[src/rtl/mix_isa_pkg.sv]
package mix_isa_pkg;

    // Field widths of the fixed 32-bit instruction word
    localparam int OPC_W    = 7;
    localparam int CHAN_W   = 4;
    localparam int OFFSET_W = 5;
    localparam int SHIFT_W  = 3;
    localparam int GAIN_W   = 16;

    typedef enum logic [OPC_W-1:0] {
        OP_HALT    = 7'h00,
        // Accumulate
        OP_MAC     = 7'h40,
        // Clear, then accumulate
        OP_MAC_CLR = 7'h41,
        // Emit a window of the accumulator
        OP_OUT     = 7'h42
    } op_e;

    // Opcode kept raw so illegal codes reach the decoder intact
    // For OP_OUT the low bits of offset hold the shift
    typedef struct packed {
        logic [OPC_W-1:0]    opcode;
        logic [CHAN_W-1:0]   chan;
        logic [OFFSET_W-1:0] offset;
        logic [GAIN_W-1:0]   gain;
    } instr_t;

endpackage
[src/rtl/mix_data_pkg.sv]
package mix_data_pkg;

    import mix_isa_pkg::*;

    localparam int SAMPLE_W = 16;
    localparam int PROD_W   = 2 * SAMPLE_W;
    localparam int ACC_W    = 40;

    typedef logic signed [SAMPLE_W-1:0] sample_t;
    typedef logic signed [PROD_W-1:0]   prod_t;
    typedef logic signed [ACC_W-1:0]    acc_t;

    // Decode to execute
    typedef struct packed {
        logic                valid;
        op_e                 op;
        logic [CHAN_W-1:0]   chan;
        logic [OFFSET_W-1:0] offset;
        logic [GAIN_W-1:0]   gain;
    } dec_op_t;

    // Execute to result, acc is the value after this op
    typedef struct packed {
        logic               valid;
        op_e                op;
        logic [CHAN_W-1:0]  chan;
        logic [SHIFT_W-1:0] shift;
        acc_t               acc;
    } exe_op_t;

endpackage

[src/rtl/mix_execute.sv]
`timescale 1ns/1ps

module mix_execute #(
    parameter int FRAME_W = 3
) (
    input  logic                                   ck,
    input  logic                                   rst,
    input  logic [FRAME_W-1:0]                     frame,
    input  mix_data_pkg::dec_op_t                  dec,
    output logic [mix_isa_pkg::CHAN_W+FRAME_W-1:0] audio_raddr,
    input  mix_data_pkg::sample_t                  audio_rdata,
    output mix_data_pkg::exe_op_t                  exe
);

    import mix_isa_pkg::*;
    import mix_data_pkg::*;

    dec_op_t            op_a;
    dec_op_t            op_b;
    prod_t              prod;
    acc_t               acc;
    acc_t               prod_ext;
    acc_t               acc_next;
    logic               is_mac;
    logic [FRAME_W-1:0] frame_idx;

    // Offset wraps inside the channel's block of frames
    assign frame_idx   = frame + dec.offset[FRAME_W-1:0];
    assign audio_raddr = {dec.chan, frame_idx};

    // op_a meets audio_rdata, op_b meets prod
    always_ff @(posedge ck) begin
        if (!rst) begin
            op_a <= '0;
            op_b <= '0;
        end else begin
            op_a <= dec;
            op_b <= op_a;
        end
    end

    always_ff @(posedge ck) begin
        prod <= $signed(op_a.gain) * audio_rdata;
    end

    assign is_mac   = op_b.valid && (op_b.op == OP_MAC || op_b.op == OP_MAC_CLR);
    assign prod_ext = {{(ACC_W-PROD_W){prod[PROD_W-1]}}, prod};

    // Wraps at 40 bits
    always_comb begin
        acc_next = acc;
        if (is_mac) begin
            if (op_b.op == OP_MAC_CLR) begin
                acc_next = prod_ext;
            end else begin
                acc_next = acc + prod_ext;
            end
        end
    end

    always_ff @(posedge ck) begin
        if (!rst) begin
            acc <= '0;
            exe <= '0;
        end else begin
            acc       <= acc_next;
            exe.valid <= op_b.valid;
            exe.op    <= op_b.op;
            exe.chan  <= op_b.chan;
            exe.shift <= op_b.offset[SHIFT_W-1:0];
            // OP_OUT sees the sum of every earlier MAC
            exe.acc   <= acc_next;
        end
    end

    // The op reaching the accumulator was decoded two cycles earlier
    a_acc_only_on_mac: assert property (
        @(posedge ck) disable iff (!rst)
        !($past(dec.valid, 2) &&
          ($past(dec.op, 2) == OP_MAC || $past(dec.op, 2) == OP_MAC_CLR))
        |=> $stable(acc)
    );

endmodule

[config.mk]
export PLATFORM = sky130hd
export DESIGN_NAME = mix_execute
export DESIGN_NICKNAME = d
export VERILOG_FILES = /design/src/rtl/mix_isa_pkg.sv /design/src/rtl/mix_data_pkg.sv /design/src/rtl/mix_execute.sv
export SDC_FILE = /design/constraint.sdc
export NUM_CORES = 1
export LEC_CHECK = 0
export ABC_AREA = 1
export BUFFER_PORTS_ARGS = -buffer_cell sky130_fd_sc_hd__clkbuf_2
export CAP_MARGIN = 15
export CORE_UTILIZATION = 50
export CTS_CLUSTER_SIZE = 14
export DETAILED_ROUTE_END_ITERATION = 8
export GPL_ROUTABILITY_DRIVEN = 0
export PLACE_DENSITY = 0.76
export SYNTH_ARGS = -nofsm -noshare
export SYNTH_HDL_FRONTEND = slang
export SYNTH_SLANG_ARGS = --single-unit
[constraint.sdc]
create_clock -name ck -period 13.7 [get_ports ck]
set_input_delay 0 -clock ck [delete_from_list [all_inputs] [get_ports ck]]
set_output_delay 0 -clock ck [all_outputs]
set_load 0.01 [all_outputs]
-- Word level (Yosys, flattened, before mapping)
Index checks and enable logic that the tools add are counted.
- bits in registers: 133
- bits of input ports: 54
- output and inout port bits: 62
- logic and storage cells: 24
- add/sub/neg operators: 2
- multiply operators: 1
- equality and inequality tests: 2
- mux-type cells: 2
- reduce and logical (&&, ||, !) cells: 2
- operator list (cell ; number):
    $mux W40 ; 2
    $add A40 B32 Y40 ; 1
    $mul A16 B16 Y32 ; 1
    $eq A7 B7 Y1 const B ; 2
    $add A3 B3 Y3 ; 1
    $logic_and A1 B1 Y1 ; 1
    $logic_or A1 B1 Y1 ; 1

-- Logic depth before layout (Yosys ltp)
Gate-level depths: netlist of run 1.
- word-level depth: 4
- gate-level depth with buffers: 28
- mapped depth without buffers: 26

-- Worst setup path after synthesis of run 1
OpenSTA, ideal clock, no wires.
- path kind: reg-to-reg
- start point: register op_a[15] (netlist bit)
- end point: register prod[29]
- setup time: 0.112 ns
- data arrival time: 5.283 ns
- data required time: 13.588 ns
- setup slack: 8.305 ns
- stages on the path, launching flop included: 21
- buffers on the path: 1
- clock period less this slack: 5.395 ns
- cells stage by stage: dfxtp_1 -> clkbuf_1 -> nand2_1 -> fa_1 -> inv_1 -> fa_1 -> inv_1 -> fa_1 -> fa_1 -> inv_1 -> fa_1 -> inv_1 -> fa_1 -> inv_1 -> ha_1 -> a21oi_1 -> o21ai_0 -> a211oi_1 -> nand2_1 -> nand2_1 -> nand2_1
- cells in the longest elaborated chain, start to end: 1
- ends and longest elaborated chain (element ; line ; source):
    start: declaration ; mix_execute.sv:18 ; dec_op_t op_a;
    start signal: assignment ; mix_execute.sv:34 ; op_a <= '0;
    start signal: assignment ; mix_execute.sv:37 ; op_a <= dec;
    $mul A16 B16 Y32 ; mix_execute.sv:43 ; prod <= $signed(op_a.gain) * audio_rdata;
    end signal: assignment ; mix_execute.sv:43 ;
    end: declaration ; mix_execute.sv:20 ; prod_t prod;
No other way between the ends.
A chain may end at the register's enable or synchronous reset.

-- Worst setup path in the final report of run 1
- start point: register op_a[15] (netlist bit)
- end point: register prod[31]
The elaborated chain is that of the path after synthesis.

==> results by group, run 1 <==
Synth
  • Synth Area in XOR/XNOR: 0.0257
  • Distinct cells, synth: 35
  • Sequential element share of the synthesized area: 0.153
  • Simple-gate share of the synthesized area: 0.205
  • Synth Area in Adders: 0.392
  • Largest family of logic cells by synthesized area: adder cells
  • Post-synth EDFFs: 0
  • Synthesized cell area: 17,400 um2
  • Post-Synthesis Cells: 2,403
  • Syn. warnings: 0
  • Multiplexer area fraction after synthesis: 0
  • Synth Area per Inst: 7.23 um2
  • Syn Nets: 2,843
  • Async set or reset register ratio after synthesis: 0
  • Synth Area in Compound Gates: 0.0674
  • Prevailing post-synth register cell: dfxtp_1
  • Register bit total from synthesis: 133

Floorplanning
  • Starting density of the core: 0.513
  • Die area: 35,500 um2
  • Ports: 116
  • DIE HEIGHT: 188 um
  • Die W: 188 um
  • Core area: 33,900 um2
  • Rows: 67

Run status
  • Status: finished, final reports clean

Clocking
  • Clock sink count: 133
  • Post-CTS resize count: 0
  • Post-CTS Setup Inserts: 0
  • Hold Buf Count CTS: 31
  • Root buffer cell: clkbuf_16
  • Clock Pin Slew Worst Setup and Hold Paths: 0.07 ns
  • Total CTS buffers: 17
  • CTS H-Tree Depth: 4
  • CTS tree: done
  • Bufs on Longest Clock Path: 2
  • Skew-Pair Late Insertion Delay: 0.45 ns

Timing
  • Fin crit period: 6.24 ns
  • Final count of hold timing violations: 0
  • Final setup viols: 0
  • Slew headroom: 0.439
  • Max Freq: 0.160 GHz
  • Unrepaired setup endpoints after global routing: false
  • Final Cycle Share: 0.455
  • Worst slew pin tran: 0.840 ns
  • Final hold slack: 0.0303 ns
  • Slew Viols, Final: 0
  • Worst clock skew: 0.0219 ns
  • Setup TNS Final: 0 ns

Finish
  • Commonest non-fill, non-tap cell in the layout: nand2_1
  • Area Overhead vs Synth: 9.91%
  • # diodes: 0
  • Ratio of cells with drive above 1 in the final layout: 0.0669
  • Storage element area: 2660 um2
  • Nets: 2,923
  • Fillers: 3,139
  • Most frequent cells in the layout: nand2_1 (641), inv_1 (630), fa_1 (264)
  • Multi-input gate area: 12,000 um2

Power
  • Total power: 3.44 mW
  • P_leak: 11.4 nW
  • Pwr Density: 180 nW/um2
  • Worst vdd ir: 0.141 mV

Critical path
  • WS Path Type: reg -> reg
  • Cell repeated most along the worst path: fa_1
  • Top cell family by delay on the critical path: adder cells
  • Worst Path Max Fanout: 16
  • Setup crit start: op_a[15]$_SDFF_PN0_
  • Reg2reg start: op_a[15]$_SDFF_PN0_
  • Critical Path Source Type: flip-flop
  • CP Data Arrival Time: 6.60 ns
  • Critical Path Sink Type: flip-flop
  • CP max stage cell: fa_1
  • Cell Chain, Critical Path: nand2_1 -> inv_1 -> fa_1 -> fa_1 -> inv_1 -> fa_1 -> fa_1 -> inv_1 -> fa_1 -> inv_1 -> fa_1 -> inv_1 -> ha_1 -> a21oi_1 -> o21ai_0 -> nand2_1 -> o311ai_0 -> a31oi_1 -> xnor2_1
  • Crit path buf inv count: 5
  • Data required, critical path: 14.06 ns
  • Worst path max stage delay: 0.82 ns

Drt
  • WL per Instance: 14.9 um
  • Post-Route WL: 43,900 um
  • Via count: 15.1k
  • Initial DRC Count: 1,103
  • DR vias/cell: 5.14
  • Detail Route Antenna Nets: 0
  • Post-route DRC: 0
  • Drt first pass iters: 6

Placed design
  • Post-DP HPWL: 35,500 um
  • IO buf count: 113

Global routing
  • Largest net degree at the start of global routing: 73
  • Antenna violations before repair: 0
  • All-Layer GR Usage: 0.258
  • Number of global-route vias before repair: 15.7k
  • GR Overflow Total: 0
  • Global-route wire length before repair: 73,800 um

Worst hold path
  • Hold Startpoint: rst
  • HP Class: in -> reg

Flow run
  • Max cap viols: 0
-- final timing paths --
path	slack [ns]	cells after the start	to
worst max register to register	7.46	19	prod[31]$_DFF_P_
worst min-delay path	0.03	3	acc[36]$_SDFFE_PN0P_
worst max-delay path	7.46	19	prod[31]$_DFF_P_
worst min register to register	0.41	2	op_b[30]$_SDFF_PN0_
-- registers in the layout (all words and copies together) (netlist names) --
register / flops
acc: 40
exe: 15
op_a: 31
op_b: 15
prod: 32
-- cells by family after synthesis --
group	Yosys count
flip-flops	133
AO/OA/AOI/OAI	216
adder cells (fa/ha/maj)	386
XOR/XNOR	51
buffers and inverters	719
AND/OR/NAND/NOR	898
-- Yosys cell counts, types with 16 or more instances --
| cell type | instances | area, um2 |
|---|---|---|
| nand2_1 | 641 | 2410 |
| inv_1 | 630 | 2360 |
| fa_1 | 264 | 5290 |
| nor2_1 | 148 | 556 |
| dfxtp_1 | 133 | 2660 |
| ha_1 | 122 | 1530 |
| a21oi_1 | 116 | 581 |
| clkbuf_1 | 75 | 282 |
| nand3_1 | 71 | 355 |
| o21ai_0 | 51 | 255 |
| xor2_1 | 31 | 272 |
| xnor2_1 | 20 | 175 |
| nand4_1 | 16 | 100 |
| o21bai_1 | 16 | 120 |
-- power breakdown --
part / switching (mW) / internal (mW) / total (mW)
combinational: 1.49 / 0.931 / 2.42
sequential: 0.0615 / 0.473 / 0.534
clock: 0.218 / 0.262 / 0.480
-- per-stage QoR --
stage	util	worst slack, ns	std cells	area (um2)
floorplan	-	8.30	2403	17400
global placement	0.537	7.63	2881	18200
detailed placement	0.537	7.51	2881	18200
CTS	0.564	7.49	2944	19100
global route	0.564	7.13	2944	19100
finish	0.564	7.46	2944	19100
-- cell type report --
type | instances | share of cell area
Tap cell | 448 | 0.0293
Inverter | 633 | 0.124
Clock buffer | 17 | 0.0223
Sequential cell | 133 | 0.139
Timing Repair Buffer | 147 | 0.0470
Clock inverter | 15 | 0.00963
Multi-Input combinational cell | 1551 | 0.628
-- layer usage --
| layer | vias to the layer above | GRT usage | part of all wire |
|---|---|---|---|
| li1 | 7186 | - | - |
| met1 | 7151 | 0.316 | 0.41 |
| met2 | 675 | 0.449 | 0.48 |
| met3 | 112 | 0.0544 | 0.087 |
| met4 | 0 | 0.0856 | 0.026 |
| met5 | - | 0 | 0 |
-- tightest hold or removal path: cells and delay by family --
kind / cells / cell delay, ns
compound gates: 2 / 0.19
buf+inv: 1 / 0.23
(Power assumes the default switching activity.)
==> run 2: changes to the inputs <==
--- a/config.mk
+++ b/config.mk
@@ -5,14 +5,14 @@
 export SDC_FILE = /design/constraint.sdc
 export NUM_CORES = 1
 export LEC_CHECK = 0
-export ABC_AREA = 1
+export ABC_AREA = 0
 export BUFFER_PORTS_ARGS = -buffer_cell sky130_fd_sc_hd__clkbuf_2
 export CAP_MARGIN = 15
 export CORE_UTILIZATION = 50
 export CTS_CLUSTER_SIZE = 14
 export DETAILED_ROUTE_END_ITERATION = 8
 export GPL_ROUTABILITY_DRIVEN = 0
-export PLACE_DENSITY = 0.76
+export PLACE_DENSITY = 0.79
 export SYNTH_ARGS = -nofsm -noshare
 export SYNTH_HDL_FRONTEND = slang
 export SYNTH_SLANG_ARGS = --single-unit
==> constraint.sdc (replaced) <==
create_clock -name ck -period 5.66 [get_ports ck]
set_input_delay 0 -clock ck [delete_from_list [all_inputs] [get_ports ck]]
set_output_delay 0 -clock ck [all_outputs]
set_load 0.01 [all_outputs]
==> run 2 against run 1 <==
  * The flow now finishes with violations (negative setup slack)
  * Maximum frequency increased by 5.5%
  * Area after synthesis decreased by 8.4%
  * Final cell count decreased by 20%
  * Critical endpoint is now prod[28]$_DFF_P_
  * Combinational power increased to 3.1 times the previous value
  * Final area decreased by 1.1%
  * Clock power increased by 130%
  * Worst setup slack got worse by 7.7 ns
  * Synthesized cell count decreased by 28%
==> results by group, run 2 <==
Timing
  • Fin worst setup slack: -0.249 ns (-7.71 ns)
  • Slew headroom: 0.233 (-0.206)
  • Worst clock skew: 0.0220 ns (+0.0000855 ns)
  • Slew Viols, Final: 0 (unchanged)
  • Final setup viols: 7 (+7)
  • Worst slew pin tran: 1.15 ns (+0.307 ns)
  • Max Freq: 0.169 GHz (+5.5%)
  • Fin crit period: 5.91 ns (-0.328 ns)
  • Setup TNS Final: -0.833 ns (-0.833 ns)
  • Unrepaired setup endpoints after global routing: true
  • Final Cycle Share: 1.04 (+0.589)
  • Final count of hold timing violations: 0 (unchanged)

Placed design
  • Placed cell area: 17,500 um2 (-3.7%)
  • IO buf count: 113 (unchanged)
  • Place WS: -0.325 ns (-7.84 ns)
  • Post-DP HPWL: 30,700 um (-14%)

Flow run
  • Max cap viols: 0 (unchanged)

Drt
  • Drt first pass iters: 5 (-1)
  • Post-route DRC: 0 (unchanged)
  • DR vias/cell: 5.43 (+5.6%)
  • Via count: 12.8k (-15%)
  • Initial DRC Count: 795 (-28%)
  • WL per Instance: 16.9 um (+14%)
  • Post-Route WL: 40,000 um (-8.9%)
  • Detail Route Antenna Nets: 0 (unchanged)

Synth
  • Register bit total from synthesis: 133 (unchanged)
  • Syn. warnings: 0 (unchanged)
  • Prevailing post-synth register cell: dfxtp_1
  • Async set or reset register ratio after synthesis: 0 (unchanged)
  • Post-Synthesis Cells: 1,740 (-28%)
  • Syn Nets: 2,180 (-23%)
  • Ranking of synthesized cells by area: fa_1 (33%), dfxtp_1 (17%), ha_1 (9.6%), inv_1 (7.5%), and2_1 (7.3%)
  • Synth cell count leaders: inv_1 (318), fa_1 (264), and2_1 (185)
  • Top-count cell post-synth: inv_1
  • Synth Area per Inst: 9.15 um2 (+26%)
  • Post-synth EDFFs: 0 (unchanged)
  • Distinct cells, synth: 55 (+57%)
  • Synth top area share: 0.332 (+0.0279)
  • Sequential element share of the synthesized area: 0.167 (+0.0141)
  • Synthesized cell area: 15,900 um2 (-8.4%)
  • Area leader, netlist: fa_1

Power
  • Clock network power share: 0.114 (-0.026)
  • Switching Share: 0.461 (-0.0546)
  • Switching power total: 4.52 mW (+160%)
  • Pwr Density: 519 nW/um2 (+190%)
  • Comb pwr share: 0.759 (+0.054)
  • Total power: 9.81 mW (+190%)
  • Int Power: 5.29 mW (+220%)
  • Flop pwr share: 0.128 (-0.027)
  • Worst vdd ir: 0.542 mV (+290%)
  • P_leak: 9.37 nW (-18%)

Floorplanning
  • Die W: 180 um (-4.3%)
  • Core area: 31,000 um2 (-8.5%)
  • Die area: 32,600 um2 (-8.3%)
  • Ports: 116 (unchanged)
  • DIE HEIGHT: 180 um (-4.3%)
  • Rows: 64 (-4.5%)
  • Starting density of the core: 0.514 (about the same)

Worst hold path
  • Hold path depth: 2 (-1)
  • Hold Startpoint: audio_rdata[0]
  • Worst Hold Path EP: prod[0]$_DFF_P_
  • HP Class: in -> reg

Global routing
  • Antenna violations before repair: 0 (unchanged)
  • Number of global-route vias before repair: 13.5k (-14%)
  • All-Layer GR Usage: 0.251 (-0.00731)
  • Largest net degree at the start of global routing: 68 (-6.8%)
  • GR Overflow Total: 0 (unchanged)
  • Global-route wire length before repair: 65,900 um (-11%)

Clocking
  • Clock sink count: 133 (unchanged)
  • Skew-Pair Late Insertion Delay: 0.44 ns (about the same)
  • Total CTS buffers: 17 (unchanged)
  • Clock Pin Slew Worst Setup and Hold Paths: 0.08 ns (about the same)
  • Root buffer cell: clkbuf_16
  • CTS H-Tree Depth: 4 (unchanged)
  • CTS tree: done
  • Bufs on Longest Clock Path: 2 (unchanged)

Critical path
  • Critical Path Sink Type: flip-flop
  • Worst path max stage delay: 0.53 ns (-0.29 ns)
  • Cell Chain, Critical Path: and2_4 -> fa_1 -> inv_1 -> fa_1 -> fa_1 -> inv_1 -> fa_1 -> fa_1 -> inv_2 -> fa_1 -> inv_2 -> ha_4 -> a21oi_4 -> and3b_1 -> a21oi_1 -> o31a_1 -> a41o_1 -> or4_4 -> a31oi_1 -> o21bai_1 -> xor2_1
  • Reg2reg path depth: 21 (+2)
  • Crit path buf inv count: 4 (-1)
  • Critical Path Source Type: flip-flop
  • Top cell family by delay on the critical path: adder cells
  • Worst reg2reg endpoint: prod[28]$_DFF_P_
  • Worst Path Max Fanout: 8 (-8)
  • CP Data Arrival Time: 6.20 ns (-0.40 ns)
  • Setup crit start: op_a[8]$_SDFF_PN0_
  • Data required, critical path: 5.95 ns (-8.11 ns)
  • Cell repeated most along the worst path: fa_1
  • CP max stage cell: fa_1
  • R2r setup slk: -0.25 ns (-7.71 ns)
  • Reg2reg start: op_a[8]$_SDFF_PN0_
  • WS Path Type: reg -> reg

Finish
  • Area Overhead vs Synth: 18.6%
  • Most flops, register: acc
  • Most frequent cells in the layout: inv_1 (309), fa_1 (256), nand2_1 (180)
  • Nets: 2,395 (-18%)
  • Final Instance Area: 18,900 um2 (-1.1%)
  • Finished Core Util: 0.610 (+0.0454)
  • Largest regs: acc x40, prod x32, op_a x31
  • Ratio of cells with drive above 1 in the final layout: 0.178 (+0.111)
  • # diodes: 0 (unchanged)
  • Commonest non-fill, non-tap cell in the layout: inv_1
  • Number of flip-flops in the largest register: 40 (unchanged)

Run status
  • Status: finished with violations
  • Failing checks: negative setup slack
## run 2: cell types whose count changed in the layout (fill, tap and decap cells not counted), sizes merged, moves of 21 or more
| cell | change |
|---|---|
| nor2 | -102 |
| nand2 | -463 |
| xnor2 | +30 |
| inv | -315 |
| a21boi | +30 |
| o21ai | -21 |
| a21o | +27 |
| buf | +116 |
| nand3 | -59 |
| and2 | +184 |
| a21oi | -56 |
| o221ai | +29 |
## run 2: worst max path at each step
stage                  endpoint  slack, ns  depth (start not counted)
2_1_floorplan  prod[30]$_DFF_P_      0.007                         22
3_3_place_gp   prod[31]$_DFF_P_      -0.21                         21
3_5_place_dp   prod[30]$_DFF_P_      -0.32                         20
4_1_cts        prod[30]$_DFF_P_      -0.12                         20
5_1_grt        prod[28]$_DFF_P_      -0.33                         21
6_report       prod[28]$_DFF_P_      -0.25                         21
## run 2: per-layer routing
metal  GRT usage  part of all wire  up-vias  wire length, um
met5           0                 0        -                0
met4      0.0687             0.019        0              779
met3      0.0412             0.059       70             2350
met2       0.435              0.49      481            19600
met1       0.323              0.43     6367            17300
li1            -                 -     5903                -
## run 2: worst reg2reg max path, stage by stage (launching register included)
cell,delay [ns]
dfxtp_4,0.38
and2_4,0.15
fa_1,0.52
inv_1,0.05
fa_1,0.45
fa_1,0.49
inv_1,0.05
fa_1,0.45
fa_1,0.53
inv_2,0.04
fa_1,0.53
inv_2,0.06
ha_4,0.26
a21oi_4,0.17
and3b_1,0.20
a21oi_1,0.05
o31a_1,0.14
a41o_1,0.29
or4_4,0.43
a31oi_1,0.24
o21bai_1,0.13
xor2_1,0.16
## run 2: stage by stage
step / hold slack [ns] / instances
global route: 0.121 / 2363
finish: 0.124 / 2363
CTS: 0.106 / 2358
floorplan: 0.0877 / 1740
global placement: 0.205 / 2285
detailed placement: 0.203 / 2285
## run 2: what timing repair did
action                                  4_1_cts  5_1_grt
setup buffers                                11        6
endpoints found under the hold margin        31        0
hold buffers                                 31        0
resized for setup                            41       58
pin swaps                                    17       53
endpoints found under the setup margin        9       11
## run 2: power by group through the flow
stage	Clock (mW)	Sequential [mW]	Combinational [mW]
2_1_floorplan	0	1.23	4.28
3_3_place_gp	0	1.26	5.85
3_5_place_dp	0	1.27	6.06
4_1_cts	1.12	1.25	6.57
5_1_grt	1.17	1.26	8.22
6_report	1.11	1.25	7.45
## run 2: logic make-up after synthesis
| kind of cell | count (synthesis) | synth area share |
|---|---|---|
| simple gates | 504 | 0.162 |
| buf+inv | 385 | 0.0920 |
| xor+xnor | 68 | 0.0374 |
| mux | 1 | 0.000707 |
| fa+ha+maj | 386 | 0.428 |
| compound gates | 263 | 0.113 |
| flops | 133 | 0.167 |
## run 2: layout make-up
class	count	area, um2
timing repair buffer	263	1800
inverter	318	1190
sequential	133	2700
clock inverter	14	141
tap	396	495
multi-input combinational	1222	12100
clock buffer	17	425
fill	2462	12100
